## config.mk

```make
export PLATFORM = sky130hd
export DESIGN_NAME = pagerank_cu_top
export DESIGN_NICKNAME = d
export VERILOG_FILES = /design/src/pagerank_pkg.sv /design/src/fifo.sv /design/src/cu_config_regs.sv /design/src/edge_read_engine.sv /design/src/rank_accumulator.sv /design/src/cu_vertex_pagerank.sv /design/src/pagerank_cu_top.sv
export SDC_FILE = /design/constraint.sdc
export NUM_CORES = 2
export LEC_CHECK = 0
export BUFFER_PORTS_ARGS = -buffer_cell sky130_fd_sc_hd__buf_2
export CORE_UTILIZATION = 62
export DETAILED_ROUTE_END_ITERATION = 7
export GPL_TIMING_DRIVEN = 0
export PLACE_DENSITY = 0.79
export SLEW_MARGIN = 20
export SYNTH_ARGS = -nofsm -noshare
export SYNTH_HDL_FRONTEND = slang
export SYNTH_HIERARCHICAL = 1
export SYNTH_SLANG_ARGS = --single-unit
export TNS_END_PERCENT = 20
```

## constraint.sdc

```tcl
create_clock -name clock -period 11.2 [get_ports clock]
set_input_delay 0 -clock clock [delete_from_list [all_inputs] [get_ports clock]]
set_output_delay 0 -clock clock [all_outputs]
set_load 0.01 [all_outputs]
```

## src/pagerank_pkg.sv

```systemverilog
package pagerank_pkg;

	//////////////////////////////////////////////////////////////////////
	// data widths
	//////////////////////////////////////////////////////////////////////

	typedef logic [23:0] vertex_id_t;
	typedef logic [31:0] edge_index_t;
	typedef logic [15:0] degree_t;
	typedef logic [31:0] addr_t;
	// unsigned fixed point rank or neighbour contribution
	typedef logic [31:0] rank_t;
	// fraction of 2^16
	typedef logic [15:0] damping_t;
	typedef logic [1:0]  cfg_addr_t;

	//////////////////////////////////////////////////////////////////////
	// register map
	//////////////////////////////////////////////////////////////////////

	localparam cfg_addr_t REG_ENABLE    = 2'd0;
	localparam cfg_addr_t REG_RANK_BASE = 2'd1;
	localparam cfg_addr_t REG_DAMPING   = 2'd2;
	localparam cfg_addr_t REG_BASE_TERM = 2'd3;

	// default buffer sizing
	localparam int DEF_JOB_DEPTH  = 4;
	localparam int DEF_DATA_DEPTH = 8;

	typedef enum logic [1:0] {
		IDLE,
		ISSUE,
		NEXT
	} read_engine_state_t;

endpackage

```

## src/fifo.sv

```systemverilog
module fifo #(
	parameter int WIDTH = 32,
	parameter int DEPTH = 8
) (
	input  logic             clock,
	input  logic             rstn,
	input  logic             push,
	input  logic [WIDTH-1:0] data_in,
	output logic             full,
	output logic             alfull,
	input  logic             pop,
	output logic             valid,
	output logic [WIDTH-1:0] data_out,
	output logic             empty
);

	localparam int PTR_W = (DEPTH > 1) ? $clog2(DEPTH) : 1;
	localparam int CNT_W = $clog2(DEPTH + 1);

	logic [WIDTH-1:0] mem [DEPTH];
	logic [PTR_W-1:0] wr_ptr;
	logic [PTR_W-1:0] rd_ptr;
	logic [CNT_W-1:0] count;
	logic             do_push;
	logic             do_pop;

	// wrap for depths that are not a power of two
	function automatic logic [PTR_W-1:0] next_ptr(input logic [PTR_W-1:0] ptr);
		return (ptr == PTR_W'(DEPTH - 1)) ? '0 : ptr + 1'b1;
	endfunction

	assign do_push  = push && !full;
	assign do_pop   = pop && !empty;

	assign full     = (count == CNT_W'(DEPTH));
	assign alfull   = (count >= CNT_W'(DEPTH - 1));
	assign empty    = (count == '0);
	assign valid    = !empty;
	// head entry shows without a pop
	assign data_out = mem[rd_ptr];

	always_ff @(posedge clock or negedge rstn) begin
		if (!rstn) begin
			wr_ptr <= '0;
			rd_ptr <= '0;
			count  <= '0;
		end else begin
			if (do_push)
				wr_ptr <= next_ptr(wr_ptr);
			if (do_pop)
				rd_ptr <= next_ptr(rd_ptr);
			if (do_push && !do_pop)
				count <= count + 1'b1;
			else if (do_pop && !do_push)
				count <= count - 1'b1;
		end
	end

	always_ff @(posedge clock) begin
		if (do_push)
			mem[wr_ptr] <= data_in;
	end

	// the producer has to respect full, the consumer has to respect valid
	a_no_overflow: assert property (@(posedge clock) disable iff (!rstn) !(push && full));
	a_no_underflow: assert property (@(posedge clock) disable iff (!rstn) !(pop && empty));

endmodule

```

## src/cu_config_regs.sv

```systemverilog
module cu_config_regs (
	input  logic                   clock,
	input  logic                   rstn,
	input  logic                   cfg_req,
	input  logic                   cfg_write,
	input  pagerank_pkg::cfg_addr_t cfg_addr,
	input  pagerank_pkg::rank_t    cfg_wdata,
	output logic                   cfg_ack,
	output pagerank_pkg::rank_t    cfg_rdata,
	output logic                   enable,
	output pagerank_pkg::addr_t    rank_base_addr,
	output pagerank_pkg::damping_t damping,
	output pagerank_pkg::rank_t    base_term
);

	import pagerank_pkg::*;

	logic  access;
	rank_t rd_mux;

	// new request seen while ack still low
	assign access = cfg_req && !cfg_ack;

	always_comb begin
		case (cfg_addr)
			REG_ENABLE:    rd_mux = rank_t'(enable);
			REG_RANK_BASE: rd_mux = rank_t'(rank_base_addr);
			REG_DAMPING:   rd_mux = rank_t'(damping);
			default:       rd_mux = base_term;
		endcase
	end

	// ack follows req one cycle late on both edges
	always_ff @(posedge clock or negedge rstn) begin
		if (!rstn) begin
			cfg_ack        <= 1'b0;
			enable         <= 1'b0;
			rank_base_addr <= '0;
			damping        <= '0;
			base_term      <= '0;
		end else begin
			cfg_ack <= cfg_req;
			if (access && cfg_write) begin
				case (cfg_addr)
					REG_ENABLE:    enable         <= cfg_wdata[0];
					REG_RANK_BASE: rank_base_addr <= addr_t'(cfg_wdata);
					REG_DAMPING:   damping        <= cfg_wdata[15:0];
					default:       base_term      <= cfg_wdata;
				endcase
			end
		end
	end

	// read data held for the whole ack phase
	always_ff @(posedge clock) begin
		if (access && !cfg_write)
			cfg_rdata <= rd_mux;
	end

	a_ack_needs_req: assert property (@(posedge clock) disable iff (!rstn)
		$rose(cfg_ack) |-> cfg_req);

endmodule

```

## src/edge_read_engine.sv

```systemverilog
module edge_read_engine #(
	parameter int DATA_DEPTH = pagerank_pkg::DEF_DATA_DEPTH
) (
	input  logic                      clock,
	input  logic                      rstn,
	input  logic                      enable,
	input  logic                      job_valid,
	input  pagerank_pkg::edge_index_t job_edge_start,
	input  pagerank_pkg::degree_t     job_degree,
	input  pagerank_pkg::vertex_id_t  job_vertex,
	input  logic                      rd_cmd_ready,
	input  logic                      data_consumed,
	input  logic                      meta_full,
	output logic                      job_pop,
	output logic                      meta_push,
	output logic                      rd_cmd_valid,
	output pagerank_pkg::addr_t       rd_cmd_addr
);

	import pagerank_pkg::*;

	localparam int OUT_W = $clog2(DATA_DEPTH + 1);

	read_engine_state_t state;
	edge_index_t        edge_ptr;
	degree_t            remaining;
	logic [OUT_W-1:0]   outstanding;
	logic               issue;

	// job taken and its meta entry pushed in the same cycle
	assign job_pop      = (state == IDLE) && enable && job_valid && !meta_full;
	assign meta_push    = job_pop;
	// stall once the read data buffer could be filled
	assign rd_cmd_valid = (state == ISSUE) && (outstanding != OUT_W'(DATA_DEPTH));
	assign rd_cmd_addr  = addr_t'(edge_ptr);
	assign issue        = rd_cmd_valid && rd_cmd_ready;

	always_ff @(posedge clock or negedge rstn) begin
		if (!rstn) begin
			state     <= IDLE;
			remaining <= '0;
		end else begin
			case (state)
				IDLE: if (job_pop) begin
					remaining <= job_degree;
					state     <= (job_degree == '0) ? NEXT : ISSUE;
				end
				ISSUE: if (issue) begin
					remaining <= remaining - 1'b1;
					if (remaining == degree_t'(1))
						state <= NEXT;
				end
				default: state <= IDLE;
			endcase
		end
	end

	always_ff @(posedge clock) begin
		if (job_pop)
			edge_ptr <= job_edge_start;
		else if (issue)
			edge_ptr <= edge_ptr + 1'b1;
	end

	// reads in flight or parked in the data buffer
	always_ff @(posedge clock or negedge rstn) begin
		if (!rstn)
			outstanding <= '0;
		else if (issue && !data_consumed)
			outstanding <= outstanding + 1'b1;
		else if (data_consumed && !issue)
			outstanding <= outstanding - 1'b1;
	end

	a_rd_hold: assert property (@(posedge clock) disable iff (!rstn)
		rd_cmd_valid && !rd_cmd_ready |=> rd_cmd_valid && $stable(rd_cmd_addr));
	// job buffer head must be a real entry when taken
	a_job_known: assert property (@(posedge clock) disable iff (!rstn)
		meta_push |-> !$isunknown({job_vertex, job_degree, job_edge_start}));

endmodule

```

## src/rank_accumulator.sv

```systemverilog
module rank_accumulator (
	input  logic                     clock,
	input  logic                     rstn,
	input  logic                     meta_valid,
	input  pagerank_pkg::vertex_id_t meta_vertex,
	input  pagerank_pkg::degree_t    meta_degree,
	input  logic                     data_valid,
	input  pagerank_pkg::rank_t      data,
	input  pagerank_pkg::damping_t   damping,
	input  pagerank_pkg::rank_t      base_term,
	input  pagerank_pkg::addr_t      rank_base_addr,
	input  logic                     wr_cmd_ready,
	output logic                     meta_pop,
	output logic                     data_pop,
	output logic                     wr_cmd_valid,
	output pagerank_pkg::addr_t      wr_cmd_addr,
	output pagerank_pkg::rank_t      wr_cmd_data
);

	import pagerank_pkg::*;

	rank_t       sum;
	degree_t     taken;
	logic        wr_pending;
	logic        collecting;
	logic        sum_done;
	logic        wr_fire;
	logic [47:0] scaled;
	rank_t       new_rank;

	//////////////////////////////////////////////////////////////////////
	// sum the head job's contributions
	//////////////////////////////////////////////////////////////////////

	assign collecting = meta_valid && !wr_pending;
	assign data_pop   = collecting && (taken != meta_degree) && data_valid;
	// all words in, also true at once for degree 0
	assign sum_done   = collecting && (taken == meta_degree);

	always_ff @(posedge clock or negedge rstn) begin
		if (!rstn) begin
			sum        <= '0;
			taken      <= '0;
			wr_pending <= 1'b0;
		end else begin
			if (wr_fire) begin
				sum        <= '0;
				taken      <= '0;
				wr_pending <= 1'b0;
			end else begin
				if (data_pop) begin
					// wraps at 32 bits
					sum   <= sum + data;
					taken <= taken + 1'b1;
				end
				if (sum_done)
					wr_pending <= 1'b1;
			end
		end
	end

	//////////////////////////////////////////////////////////////////////
	// damping, base term and write command
	//////////////////////////////////////////////////////////////////////

	assign scaled   = 48'(sum) * 48'(damping);
	assign new_rank = base_term + rank_t'(scaled >> 16);

	always_ff @(posedge clock) begin
		if (sum_done) begin
			wr_cmd_addr <= rank_base_addr + addr_t'(meta_vertex);
			wr_cmd_data <= new_rank;
		end
	end

	assign wr_cmd_valid = wr_pending;
	assign wr_fire      = wr_cmd_valid && wr_cmd_ready;
	// meta entry retires with its write
	assign meta_pop     = wr_fire;

	a_wr_hold: assert property (@(posedge clock) disable iff (!rstn)
		wr_cmd_valid && !wr_cmd_ready |=>
			wr_cmd_valid && $stable(wr_cmd_addr) && $stable(wr_cmd_data));

endmodule

```

## src/cu_vertex_pagerank.sv

```systemverilog
module cu_vertex_pagerank #(
	parameter int JOB_DEPTH  = pagerank_pkg::DEF_JOB_DEPTH,
	parameter int DATA_DEPTH = pagerank_pkg::DEF_DATA_DEPTH
) (
	input  logic                      clock,
	input  logic                      rstn,
	input  logic                      enable,
	input  pagerank_pkg::addr_t       rank_base_addr,
	input  pagerank_pkg::damping_t    damping,
	input  pagerank_pkg::rank_t       base_term,
	input  logic                      job_valid,
	input  pagerank_pkg::vertex_id_t  job_vertex,
	input  pagerank_pkg::edge_index_t job_edge_start,
	input  pagerank_pkg::degree_t     job_degree,
	output logic                      job_request,
	output logic                      rd_cmd_valid,
	output pagerank_pkg::addr_t       rd_cmd_addr,
	input  logic                      rd_cmd_ready,
	input  logic                      rd_data_valid,
	input  pagerank_pkg::rank_t       rd_data,
	output logic                      wr_cmd_valid,
	output pagerank_pkg::addr_t       wr_cmd_addr,
	output pagerank_pkg::rank_t       wr_cmd_data,
	input  logic                      wr_cmd_ready,
	input  logic                      wr_resp_valid,
	output pagerank_pkg::vertex_id_t  vertex_num_counter,
	output pagerank_pkg::vertex_id_t  vertices_done
);

	import pagerank_pkg::*;

	localparam int JOB_W  = $bits(vertex_id_t) + $bits(edge_index_t) + $bits(degree_t);
	localparam int META_W = $bits(vertex_id_t) + $bits(degree_t);

	logic              job_in_valid;
	vertex_id_t        job_in_vertex;
	edge_index_t       job_in_edge_start;
	degree_t           job_in_degree;
	logic              rd_in_valid;
	rank_t             rd_in_data;

	logic              job_alfull;
	logic              job_head_valid;
	logic [JOB_W-1:0]  job_head;
	vertex_id_t        job_head_vertex;
	edge_index_t       job_head_edge_start;
	degree_t           job_head_degree;
	logic              job_pop;

	logic              meta_push;
	logic              meta_full;
	logic              meta_pop;
	logic              meta_valid;
	logic [META_W-1:0] meta_head;
	vertex_id_t        meta_vertex;
	degree_t           meta_degree;

	logic              data_valid;
	rank_t             data_head;
	logic              data_pop;

	//////////////////////////////////////////////////////////////////////
	// boundary registers
	//////////////////////////////////////////////////////////////////////

	always_ff @(posedge clock or negedge rstn) begin
		if (!rstn) begin
			job_in_valid <= 1'b0;
			rd_in_valid  <= 1'b0;
		end else begin
			job_in_valid <= job_valid;
			rd_in_valid  <= rd_data_valid;
		end
	end

	always_ff @(posedge clock) begin
		job_in_vertex     <= job_vertex;
		job_in_edge_start <= job_edge_start;
		job_in_degree     <= job_degree;
		rd_in_data        <= rd_data;
	end

	// one slot of margin for the job already in the input register
	assign job_request = enable && !job_alfull;

	// accepted jobs and completed writes
	always_ff @(posedge clock or negedge rstn) begin
		if (!rstn) begin
			vertex_num_counter <= '0;
			vertices_done      <= '0;
		end else begin
			if (job_in_valid)
				vertex_num_counter <= vertex_num_counter + 1'b1;
			if (wr_resp_valid)
				vertices_done <= vertices_done + 1'b1;
		end
	end

	//////////////////////////////////////////////////////////////////////
	// job, meta and read data buffers
	//////////////////////////////////////////////////////////////////////

	fifo #(
		.WIDTH(JOB_W),
		.DEPTH(JOB_DEPTH)
	) job_fifo_inst (
		.clock(clock),
		.rstn(rstn),
		.push(job_in_valid),
		.data_in({job_in_vertex, job_in_edge_start, job_in_degree}),
		.full(),
		.alfull(job_alfull),
		.pop(job_pop),
		.valid(job_head_valid),
		.data_out(job_head),
		.empty()
	);

	assign {job_head_vertex, job_head_edge_start, job_head_degree} = job_head;

	fifo #(
		.WIDTH(META_W),
		.DEPTH(JOB_DEPTH)
	) meta_fifo_inst (
		.clock(clock),
		.rstn(rstn),
		.push(meta_push),
		.data_in({job_head_vertex, job_head_degree}),
		.full(meta_full),
		.alfull(),
		.pop(meta_pop),
		.valid(meta_valid),
		.data_out(meta_head),
		.empty()
	);

	assign {meta_vertex, meta_degree} = meta_head;

	// sized by the outstanding read limit, so never overflows
	fifo #(
		.WIDTH($bits(rank_t)),
		.DEPTH(DATA_DEPTH)
	) data_fifo_inst (
		.clock(clock),
		.rstn(rstn),
		.push(rd_in_valid),
		.data_in(rd_in_data),
		.full(),
		.alfull(),
		.pop(data_pop),
		.valid(data_valid),
		.data_out(data_head),
		.empty()
	);

	//////////////////////////////////////////////////////////////////////
	// engines
	//////////////////////////////////////////////////////////////////////

	edge_read_engine #(
		.DATA_DEPTH(DATA_DEPTH)
	) edge_read_engine_inst (
		.clock(clock),
		.rstn(rstn),
		.enable(enable),
		.job_valid(job_head_valid),
		.job_edge_start(job_head_edge_start),
		.job_degree(job_head_degree),
		.job_vertex(job_head_vertex),
		.rd_cmd_ready(rd_cmd_ready),
		.data_consumed(data_pop),
		.meta_full(meta_full),
		.job_pop(job_pop),
		.meta_push(meta_push),
		.rd_cmd_valid(rd_cmd_valid),
		.rd_cmd_addr(rd_cmd_addr)
	);

	rank_accumulator rank_accumulator_inst (
		.clock(clock),
		.rstn(rstn),
		.meta_valid(meta_valid),
		.meta_vertex(meta_vertex),
		.meta_degree(meta_degree),
		.data_valid(data_valid),
		.data(data_head),
		.damping(damping),
		.base_term(base_term),
		.rank_base_addr(rank_base_addr),
		.wr_cmd_ready(wr_cmd_ready),
		.meta_pop(meta_pop),
		.data_pop(data_pop),
		.wr_cmd_valid(wr_cmd_valid),
		.wr_cmd_addr(wr_cmd_addr),
		.wr_cmd_data(wr_cmd_data)
	);

endmodule

```

## src/pagerank_cu_top.sv

```systemverilog
module pagerank_cu_top #(
	parameter int JOB_DEPTH  = pagerank_pkg::DEF_JOB_DEPTH,
	parameter int DATA_DEPTH = pagerank_pkg::DEF_DATA_DEPTH
) (
	input  logic                      clock,
	input  logic                      rstn,
	// configuration port
	input  logic                      cfg_req,
	input  logic                      cfg_write,
	input  pagerank_pkg::cfg_addr_t   cfg_addr,
	input  pagerank_pkg::rank_t       cfg_wdata,
	output logic                      cfg_ack,
	output pagerank_pkg::rank_t       cfg_rdata,
	// job source
	input  logic                      job_valid,
	input  pagerank_pkg::vertex_id_t  job_vertex,
	input  pagerank_pkg::edge_index_t job_edge_start,
	input  pagerank_pkg::degree_t     job_degree,
	output logic                      job_request,
	// memory side
	output logic                      rd_cmd_valid,
	output pagerank_pkg::addr_t       rd_cmd_addr,
	input  logic                      rd_cmd_ready,
	input  logic                      rd_data_valid,
	input  pagerank_pkg::rank_t       rd_data,
	output logic                      wr_cmd_valid,
	output pagerank_pkg::addr_t       wr_cmd_addr,
	output pagerank_pkg::rank_t       wr_cmd_data,
	input  logic                      wr_cmd_ready,
	input  logic                      wr_resp_valid,
	// status
	output pagerank_pkg::vertex_id_t  vertex_num_counter,
	output pagerank_pkg::vertex_id_t  vertices_done
);

	import pagerank_pkg::*;

	logic     enable;
	addr_t    rank_base_addr;
	damping_t damping;
	rank_t    base_term;

	cu_config_regs cu_config_regs_inst (
		.clock(clock),
		.rstn(rstn),
		.cfg_req(cfg_req),
		.cfg_write(cfg_write),
		.cfg_addr(cfg_addr),
		.cfg_wdata(cfg_wdata),
		.cfg_ack(cfg_ack),
		.cfg_rdata(cfg_rdata),
		.enable(enable),
		.rank_base_addr(rank_base_addr),
		.damping(damping),
		.base_term(base_term)
	);

	cu_vertex_pagerank #(
		.JOB_DEPTH(JOB_DEPTH),
		.DATA_DEPTH(DATA_DEPTH)
	) cu_vertex_pagerank_inst (
		.clock(clock),
		.rstn(rstn),
		.enable(enable),
		.rank_base_addr(rank_base_addr),
		.damping(damping),
		.base_term(base_term),
		.job_valid(job_valid),
		.job_vertex(job_vertex),
		.job_edge_start(job_edge_start),
		.job_degree(job_degree),
		.job_request(job_request),
		.rd_cmd_valid(rd_cmd_valid),
		.rd_cmd_addr(rd_cmd_addr),
		.rd_cmd_ready(rd_cmd_ready),
		.rd_data_valid(rd_data_valid),
		.rd_data(rd_data),
		.wr_cmd_valid(wr_cmd_valid),
		.wr_cmd_addr(wr_cmd_addr),
		.wr_cmd_data(wr_cmd_data),
		.wr_cmd_ready(wr_cmd_ready),
		.wr_resp_valid(wr_resp_valid),
		.vertex_num_counter(vertex_num_counter),
		.vertices_done(vertices_done)
	);

endmodule

```

==> impl_metrics.json <==
{
  "status": "complete, no violations",
  "dpl_worst_slack_ps": 1431,
  "grt_pass1_vias": 44000,
  "overflow": 0,
  "skew_ps": 66.81,
  "clkSinkCount": 1163,
  "syn_inst": 4647,
  "path_max_fanout": 10,
  "r2r_slack_ps": 1170,
  "grt.total_usage_pct": 33.92,
  "clk_latency_ps": 730,
  "netlist_area_um2": 63420,
  "firstDrtPassIters": 6,
  "clockRootBuffer": "clkbuf_16",
  "cap_violations": 0,
  "grt_pass1_wl_mm": 261.5,
  "crit_family": "adder cells",
  "core_area_um2": 100700,
  "cpPeakStageDelay_ps": 850,
  "dieArea_um2": 103600,
  "cp-start-kind": "flip-flop",
  "clock.fmax_mhz": 99.69,
  "rsz0062_at_grt": "no",
  "rows": 116,
  "min_period_ps": 10030,
  "crit_slowest_cell": "clkbuf_1",
  "hold_path_depth": 3,
  "initial_core_util_pct": 62.96,
  "cts_max_path_buffers": 3,
  "cp_data_required_time_ps": 11660,
  "setup_viol": 0,
  "clk_pin_slew_ps": 60,
  "finalHoldViolations": 0,
  "hpwl_mm": 114.1,
  "numCtsBuffers": 112,
  "r2r.worst_path.cells": 34,
  "syn_avg_cell_area_um2": 13.65,
  "hp-start": "wr_resp_valid",
  "post-route-period-util_pct": 89.56,
  "fin_tns_setup_ps": 0,
  "synth_fp_nets": 5452,
  "io-pin-count": 327,
  "die-width_um": 321.8,
  "vias": 41460,
  "antenna_found_initial": 12,
  "finalWirelength_mm": 171.1,
  "holdPathEnd": "cu_vertex_pagerank_inst/vertices_done[0]$_DFFE_PN0P_",
  "dp.cells": 6367,
  "die_h_um": 321.8,
  "largest_reg_flops": 288,
  "nFillCells": 6298,
  "postCtsSetupBuffers": 0,
  "crit_buf_inv": 5,
  "final_cell_mix": "edfxtp_1 (832), inv_1 (524), nand2_1 (465)",
  "cp.arrival_ps": 10490,
  "hp-class": "in -> reg",
  "worst_pin_slew_ps": 1146,
  "gp_congestion": 1.006,
  "drtAntennaViolNets": 0,
  "drc": 0,
  "area.growth.synth_to_final_pct": 16.46,
  "setup_ws_ps": 1169,
  "grt_max_degree": 84,
  "ys_warn_count": 6,
  "routed_via_density": 6.059,
  "layout_commonest_cell": "edfxtp_1",
  "port_buffers": 324,
  "post-route-util_pct": 73.33,
  "regMostFlops": "cu_vertex_pagerank_inst/job_fifo_inst/mem",
  "path_common_cell": "fa_1",
  "slew_headroom_pct": 23.61,
  "cts_tree": "done",
  "drv_slew": 0,
  "drt_iter0_drc": 3685,
  "critPathKind": "reg -> reg",
  "nets": 6185,
  "drive_above_1_share_pct": 18.39,
  "htree_levels": 3,
  "routedWlPerCell_um": 25.01,
  "top_regs": "cu_vertex_pagerank_inst/job_fifo_inst/mem x288, cu_vertex_pagerank_inst/data_fifo_inst/mem x256, cu_vertex_pagerank_inst/meta_fifo_inst/mem x160",
  "fin_cells": 6842,
  "end_kind": "flip-flop"
}
-- cell type report --
class	instances	area [um^2]	share of cell area, %
diodes	5	12.51	0.01694
plain buffers	192	997.2	1.350
clock buffers	146	3070	4.157
clock inverters	68	809.5	1.096
inverters	526	1976	2.675
multi-input cells	2766	27780	37.61
flip-flops and latches	1163	32750	44.33
well taps	1357	1698	2.299
repair buffers	619	4776	6.466
-- per-stage QoR --
stage	instance area (um^2)	hold slack [ps]
floorplan	63420	-295.6
global placement	66740	101.8
detailed placement	67390	37.30
CTS	73850	33.92
global route	73860	82.02
finish	73860	64.55
-- repair_timing --
| item | in CTS | in global routing |
|---|---|---|
| hold endpoints to repair | 410 | 0 |
| gates resized for setup | 0 | 0 |
| hold buffers | 256 | 0 |
-- worst reg2reg max path: cells and delay by family, from the launching register on --
kind	cells	cell delay, ps
xor+xnor	2	330
fa+ha+maj	8	3720
flops	1	710
buf+inv	5	1180
compound gates	12	2150
simple gates	7	1690
-- metal layers --
layer	GRT usage (%)	share of wire (%)
met1	43.23	37
met2	56.08	49
met3	6.533	8.9
met4	16.56	5.3
met5	0	0.034
-- worst max-delay path by stage --
stage,depth (start not counted),start,end
2_1_floorplan,34,flip-flop,flip-flop
3_3_place_gp,31,flip-flop,flip-flop
3_5_place_dp,34,flip-flop,flip-flop
4_1_cts,32,flip-flop,flip-flop
5_1_grt,34,flip-flop,flip-flop
6_report,34,flip-flop,flip-flop
Power is left out: the tool's default activity adds up to more than one toggle a clock period on the data nets, which glitch-free logic cannot reach.
